[src/design/num_pkg.sv]
`default_nettype none

package num_pkg;

	// sample and accumulator widths
	localparam int SAMPLE_W = 16;
	localparam int ACC_W = 24;

	// samples folded into one result unless the top level says otherwise
	localparam int DEF_TAPS = 4;

	typedef logic signed [SAMPLE_W-1:0] sample_t;

	// running sum and result, wraps at ACC_W
	typedef logic signed [ACC_W-1:0] acc_t;

	// one multiply-accumulate step at accumulator width
	function automatic acc_t mac(
		input acc_t    acc,
		input sample_t sample,
		input acc_t    weight
	);
		acc_t ext;
		ext = acc_t'(sample);
		return acc + ext * weight;
	endfunction

endpackage

`default_nettype wire
[src/design/bus_pkg.sv]
`default_nettype none

package bus_pkg;

	// 5 bits covers the largest array of 32 cores
	localparam int CORE_ID_W = 5;

	// cores built unless the top level says otherwise
	localparam int DEF_CORES = 4;

	typedef logic [CORE_ID_W-1:0] core_id_t;

	// result word from a core, tagged with its origin
	typedef struct packed {
		core_id_t      core_id;
		num_pkg::acc_t data;
	} out_word_t;

	function automatic out_word_t make_word(
		input core_id_t      core_id,
		input num_pkg::acc_t data
	);
		out_word_t w;
		w.core_id = core_id;
		w.data = data;
		return w;
	endfunction

endpackage

`default_nettype wire

[src/design/multicore.sv]
`default_nettype none
`timescale 1ns/1ps

module multicore #(
	parameter int NUM_CORES = bus_pkg::DEF_CORES,
	parameter int STAGGER = 14,
	parameter int TAPS = num_pkg::DEF_TAPS
) (
	input  logic                 clk,
	input  logic                 rst_n,
	input  logic                 in_valid,
	input  num_pkg::sample_t     in_sample,
	output logic [NUM_CORES-1:0] core_req,
	input  logic                 out_ready,
	output logic                 out_valid,
	output bus_pkg::out_word_t   out_word
);

	logic [NUM_CORES-1:0] core_rst_n;
	logic [NUM_CORES-1:0] res_valid;
	logic [NUM_CORES-1:0] grant;
	bus_pkg::out_word_t   res_word [NUM_CORES];

	// cores leave reset one by one
	rst_stagger #(
		.NUM_CORES(NUM_CORES),
		.STAGGER  (STAGGER)
	) u_rst_stagger (
		.clk       (clk),
		.rst_n     (rst_n),
		.core_rst_n(core_rst_n)
	);

	// every core sees the same sample stream
	for (genvar k = 0; k < NUM_CORES; k++) begin : g_core
		neuron_core #(
			.TAPS   (TAPS),
			.CORE_ID(k)
		) u_core (
			.clk      (clk),
			.rst_n    (core_rst_n[k]),
			.in_valid (in_valid),
			.in_sample(in_sample),
			.req      (core_req[k]),
			.res_valid(res_valid[k]),
			.res_word (res_word[k]),
			.grant    (grant[k])
		);
	end

	out_collector #(
		.NUM_CORES(NUM_CORES)
	) u_out_collector (
		.clk      (clk),
		.rst_n    (rst_n),
		.out_ready(out_ready),
		.res_valid(res_valid),
		.res_word (res_word),
		.grant    (grant),
		.out_valid(out_valid),
		.out_word (out_word)
	);

endmodule

`default_nettype wire

[src/design/out_collector.sv]
`default_nettype none
`timescale 1ns/1ps

module out_collector #(
	parameter int NUM_CORES = 4
) (
	input  logic                 clk,
	input  logic                 rst_n,
	input  logic                 out_ready,
	input  logic [NUM_CORES-1:0] res_valid,
	input  bus_pkg::out_word_t   res_word [NUM_CORES],
	output logic [NUM_CORES-1:0] grant,
	output logic                 out_valid,
	output bus_pkg::out_word_t   out_word
);

	logic [NUM_CORES-1:0] first;
	logic                 any_grant;
	bus_pkg::out_word_t   sel_word;

	// lowest set bit of res_valid, so core 0 has the highest priority
	assign first = res_valid & (~res_valid + 1'b1);

	// nothing leaves a core while the sink is stalled
	assign grant = out_ready ? first : '0;
	assign any_grant = |grant;

	// grant is one-hot, at most one word is picked
	always_comb begin
		sel_word = '0;
		for (int k = 0; k < NUM_CORES; k++) begin
			if (grant[k]) begin
				sel_word = res_word[k];
			end
		end
	end

	always_ff @(posedge clk) begin
		if (!rst_n) begin
			out_valid <= 1'b0;
		end else begin
			out_valid <= any_grant;
		end
	end

	// word is held between transfers
	always_ff @(posedge clk) begin
		if (any_grant) begin
			out_word <= sel_word;
		end
	end

endmodule

`default_nettype wire

[src/design/neuron_core.sv]
`default_nettype none
`timescale 1ns/1ps

module neuron_core #(
	parameter int TAPS = 4,
	parameter int CORE_ID = 0
) (
	input  logic               clk,
	input  logic               rst_n,
	input  logic               in_valid,
	input  num_pkg::sample_t   in_sample,
	output logic               req,
	output logic               res_valid,
	output bus_pkg::out_word_t res_word,
	input  logic               grant
);

	localparam int TAP_W = $clog2(TAPS + 1);
	localparam logic [TAP_W-1:0] TAP_LAST = TAP_W'(TAPS - 1);

	// fixed weight, one more than the core index
	localparam num_pkg::acc_t WEIGHT = num_pkg::acc_t'(CORE_ID + 1);
	localparam bus_pkg::core_id_t MY_ID = bus_pkg::core_id_t'(CORE_ID);

	typedef enum logic {
		S_COLLECT,
		S_HOLD
	} state_t;

	state_t           state;
	logic [TAP_W-1:0] taps;
	num_pkg::acc_t    acc;
	num_pkg::acc_t    acc_next;
	logic             take;
	logic             last;

	// a sample counts only in a cycle where this core asks for it
	assign take = req && in_valid;
	assign last = take && (taps == TAP_LAST);

	assign acc_next = num_pkg::mac(acc, in_sample, WEIGHT);

	always_ff @(posedge clk) begin
		if (!rst_n) begin
			state <= S_COLLECT;
			req <= 1'b0;
			taps <= '0;
			acc <= '0;
		end else begin
			case (state)
				S_COLLECT: begin
					if (take) begin
						acc <= acc_next;
						if (last) begin
							// round complete, stop asking and present the sum
							taps <= '0;
							req <= 1'b0;
							state <= S_HOLD;
						end else begin
							taps <= taps + 1'b1;
						end
					end else begin
						// also opens the request on the first cycle after release
						req <= 1'b1;
					end
				end
				S_HOLD: begin
					// sum stays put until the collector takes it
					if (grant) begin
						acc <= '0;
						req <= 1'b1;
						state <= S_COLLECT;
					end
				end
				default: begin
					state <= S_COLLECT;
				end
			endcase
		end
	end

	assign res_valid = (state == S_HOLD);
	assign res_word = bus_pkg::make_word(MY_ID, acc);

endmodule

`default_nettype wire

[src/design/rst_stagger.sv]
`default_nettype none
`timescale 1ns/1ps

module rst_stagger #(
	parameter int NUM_CORES = 4,
	parameter int STAGGER = 14
) (
	input  logic                 clk,
	input  logic                 rst_n,
	output logic [NUM_CORES-1:0] core_rst_n
);

	localparam int CNT_W = $clog2(STAGGER + 1);
	localparam int IDX_W = $clog2(NUM_CORES + 1);
	localparam logic [CNT_W-1:0] CNT_LAST = CNT_W'(STAGGER);
	localparam logic [IDX_W-1:0] IDX_DONE = IDX_W'(NUM_CORES);

	logic [CNT_W-1:0] cnt;
	logic [IDX_W-1:0] idx;
	logic             done;
	logic             fire;

	// idx walks past the last core and then parks there
	assign done = (idx == IDX_DONE);
	assign fire = !done && (cnt == CNT_LAST);

	always_ff @(posedge clk) begin
		if (!rst_n) begin
			// preloaded so core 0 is let go one edge after rst_n is seen high
			cnt <= CNT_LAST - 1'b1;
			idx <= '0;
		end else if (!done) begin
			if (fire) begin
				cnt <= CNT_W'(1);
				idx <= idx + 1'b1;
			end else begin
				cnt <= cnt + 1'b1;
			end
		end
	end

	// per-core release bits, set once and held until rst_n drops
	always_ff @(posedge clk) begin
		if (!rst_n) begin
			core_rst_n <= '0;
		end else if (fire) begin
			for (int k = 0; k < NUM_CORES; k++) begin
				if (idx == IDX_W'(k)) begin
					core_rst_n[k] <= 1'b1;
				end
			end
		end
	end

endmodule

`default_nettype wire

[config.mk]
export PLATFORM = sky130hd
export DESIGN_NAME = multicore
export DESIGN_NICKNAME = d
export VERILOG_FILES = /design/src/design/num_pkg.sv /design/src/design/bus_pkg.sv /design/src/design/multicore.sv /design/src/design/out_collector.sv /design/src/design/neuron_core.sv /design/src/design/rst_stagger.sv
export SDC_FILE = /design/constraint.sdc
export NUM_CORES = 1
export LEC_CHECK = 0
export BUFFER_PORTS_ARGS = -buffer_cell sky130_fd_sc_hd__buf_4
export CORE_MARGIN = 2
export CORE_UTILIZATION = 33
export DETAILED_ROUTE_END_ITERATION = 7
export GPL_TIMING_DRIVEN = 0
export PLACE_DENSITY = 0.59
export SYNTH_ARGS = -nofsm -noshare
export SYNTH_HDL_FRONTEND = slang
export SYNTH_HIERARCHICAL = 1
export SYNTH_SLANG_ARGS = --single-unit
[constraint.sdc]
create_clock -name clk -period 6.05 [get_ports clk]
set_input_delay 0.605 -clock clk [delete_from_list [all_inputs] [get_ports clk]]
set_output_delay 0.605 -clock clk [all_outputs]
set_load 0.05 [all_outputs]
==> key figures <==
Routing
  – ANT nets after route: 0
  – Via Count: 10111
  – 1st-pass router iterations: 5
  – Initial DRC Count: 674
  – DRC violations left: 0
  – Final WL: 32600 um
  – DR vias/cell: 5.26
  – Wire length per cell: 16.9 um

Logic synthesis
  – Post-synth EDFFs: 29
  – Synth Register Bits: 154
  – Complex-gate fraction of the synthesized area: 28.0%
  – Mux cell area share after synthesis: 0.773%
  – Main combinational cell family by area after synthesis: compound AO/OA/AOI/OAI gates
  – Syn. warnings: 6
  – Synthesized cell area: 11800 um^2
  – XOR/XNOR share of the synthesized area: 5.26%
  – Post-synthesis cell count: 1360
  – Post-synthesis adder-cell area fraction: 16.1%
  – Post-Synth Simple-Gate Area: 14.4%
  – Avg Cell Area, Syn: 8.69 um^2
  – Seq/Total Area, Yosys: 28.5%
  – Fraction of registers with async set or reset after synthesis: 0%
  – Ys flop type: dfxtp_1
  – Library cells used by synthesis: 96

Global routing
  – Initial antenna violation count: 0
  – Largest net degree at the start of global routing: 37
  – Gr ovfl total: 0
  – GRT Util Overall: 17.4%
  – Vias in the first global route: 9993
  – First-pass GRT wire length: 52300 um

Setup path
  – CP arrival: 3.74 ns
  – CP Capture Type: register
  – Crit Path Class: in -> reg
  – Worst setup SP type: primary input
  – Worst R2R Path Depth: 10
  – Critical Path Fanout Max: 8
  – Critical path required time: 6.37 ns

Clock network
  – Clk_lat worst skew: 0.43 ns
  – H-tree Lvls: 4
  – # hold bufs at CTS: 0
  – Clk buf depth: 2
  – Post-CTS setup buffers: 0
  – Total CTS buffers: 17
  – CTS tree: built
  – Clock sinks: 154
  – Clock slew at reported path FFs: 0.06 ns
  – CTS resizes: 0
  – Root Buffer Master: clkbuf_16

Finish
  – Commonest cells after routing, fill and taps aside: dfxtp_1 (125), ha_1 (123), nand2_1 (114), a21oi_1 (97), inv_1 (93)
  – Fin util: 38.0%
  – Commonest non-fill, non-tap cell in the layout: dfxtp_1
  – Diode count: 0
  – Area delta synth->final: 13.9%
  – Finished Layout Cells: 1921
  – Fill cell count: 3619
  – Share of layout cells above drive strength 1: 11.4%
  – Final #Nets: 1608

Timing
  – RSZ-0062 raised after global routing: no
  – Least-Margin Pin Slew: 0.777 ns
  – Final TNS setup: 0 ns
  – Final setup violation count: 0
  – Final Hold Violating Endpoints: 0
  – Final period utilization: 56.6%
  – Max frequency: 292 MHz
  – Clock skew: 0.0101 ns
  – Worst slew margin: 48.2%
  – Min Tclk post-route: 3.42 ns
  – Final Max Tran Viols: 0

Placement
  – Final GP Congestion: 0.909
  – Placed Cells: 1889
  – IO buf count: 52
  – Post-DP HPWL: 25800 um

Hold path
  – Hold Crit Depth: 2
  – HP Class: in -> reg

Power and ir drop
  – Combinational power share: 14.4%
  – Clk network pwr share: 44.3%
  – Total power: 2.57 mW
  – Switching pwr: 0.698 mW
  – Static Leakage: 5.66 nW
  – Switching fraction of total power: 27.2%
  – Reg power frac: 41.3%
  – Peak supply drop: 190 uV
  – Int Power: 1.87 mW
  – Power Density: 191 nW/um^2

Floorplanning
  – Area of the die: 37300 um^2
  – Core ar.: 35400 um^2
  – Cell Rows: 69
  – I/O pin cnt: 54
  – Initial Util: 33.4%
  – Die Y: 193 um
  – Die W: 193 um

Run status
  – Outcome: finished clean

Flow run
  – Max-Cap Viols: 0
==> critical path, cell delays in order <==
cell       delay [ns]
buf_4            0.17
ha_1             0.33
fa_1             0.52
fa_1             0.48
a21oi_1          0.27
o211ai_1         0.20
a31oi_1          0.34
a21oi_1          0.23
o2111ai_1        0.32
mux2i_1          0.21
nand2_1          0.06
==> state kept, by name (all words and copies together), names as in the netlist <==
| signal | flops |
|---|---|
| u_rst_stagger/cnt | 4 |
| g_core.u_core/taps | 12 |
| g_core.u_core/req | 4 |
| u_rst_stagger/core_rst_n | 4 |
| u_out_collector/out_valid | 1 |
| u_rst_stagger/idx | 3 |
| g_core.u_core/res_valid | 4 |
| u_out_collector/out_word | 29 |
| g_core.u_core/acc | 93 |
==> synthesized netlist by cell type (18+ instances only) <==
cell       count  area share (%)
clkbuf_1      36             1.1
nor2b_1       56             3.0
xor2_1        29             2.1
nand2_1      114             3.6
xnor2_1       42             3.1
fa_1          18             3.0
o21ai_0       81             3.4
buf_4         24             1.5
o2bb2ai_1     29             2.1
a21oi_1       97             4.1
dfxtp_1      125              21
nor2_1        42             1.3
inv_1         93             3.0
nand3_1       18            0.76
a211oi_1      36             2.3
edfxtp_1      29             7.4
o221ai_1      30             2.2
a21o_1        34             2.2
a22oi_1       31             2.0
ha_1         123              13
==> power by group through the flow <==
stage,combinational [mW],clock (mW),sequential (mW)
after global routing,0.414,1.21,1.06
final,0.370,1.14,1.06
after floorplan,0.272,0,1.08
after global placement,0.360,0,1.08
after detailed placement,0.366,0,1.08
after CTS,0.368,1.17,1.06
==> area by class of cell <==
cell class	instances	area, um^2	share of cell area, %
multi-input cells	1045	7710	57.3
flip-flops and latches	154	3370	25.1
well taps	461	577	4.29
clock buffers	20	450	3.35
plain buffers	84	449	3.34
repair buffers	52	390	2.90
inverters	93	349	2.59
clock inverters	12	163	1.21
==> metrics by stage <==
| stage | hold WS, ns | cell area, um^2 | setup WS (ns) |
|---|---|---|---|
| 3_5_place_dp | 0.428 | 12800 | 2.26 |
| 3_3_place_gp | 0.419 | 12800 | 2.29 |
| 6_report | 0.426 | 13500 | 2.63 |
| 4_1_cts | 0.407 | 13500 | 2.69 |
| 5_1_grt | 0.431 | 13500 | 2.43 |
| 2_1_floorplan | 0.412 | 11900 | 2.86 |
==> per-layer routing <==
metal | wire length, um | track usage, % | up-vias
met5 | 0 | 0 | -
met3 | 1310 | 2.48 | 34
met1 | 15100 | 22.7 | 4766
li1 | - | - | 5125
met2 | 15500 | 29.8 | 186
met4 | 610 | 4.81 | 0
==> final timing paths <==
check                        startpoint                         to  slack, ns
min reg2reg    g_core[0].u_core/taps[2]   g_core[0].u_core/taps[2]       0.43
max reg2reg  g_core[0].u_core/res_valid   g_core[1].u_core/acc[19]       2.85
max                        in_sample[1]   g_core[2].u_core/acc[19]       2.63
min                               rst_n  u_out_collector/out_valid       0.43
==> kinds of logic after synthesis <==
| group | after synthesis |
|---|---|
| buffers and inverters | 177 |
| multiplexers | 9 |
| XOR/XNOR | 71 |
| AO/OA/AOI/OAI | 471 |
| AND/OR/NAND/NOR | 330 |
| other | 7 |
| adder cells (fa/ha/maj) | 141 |
| flip-flops | 154 |
(Power assumes the default switching activity.)
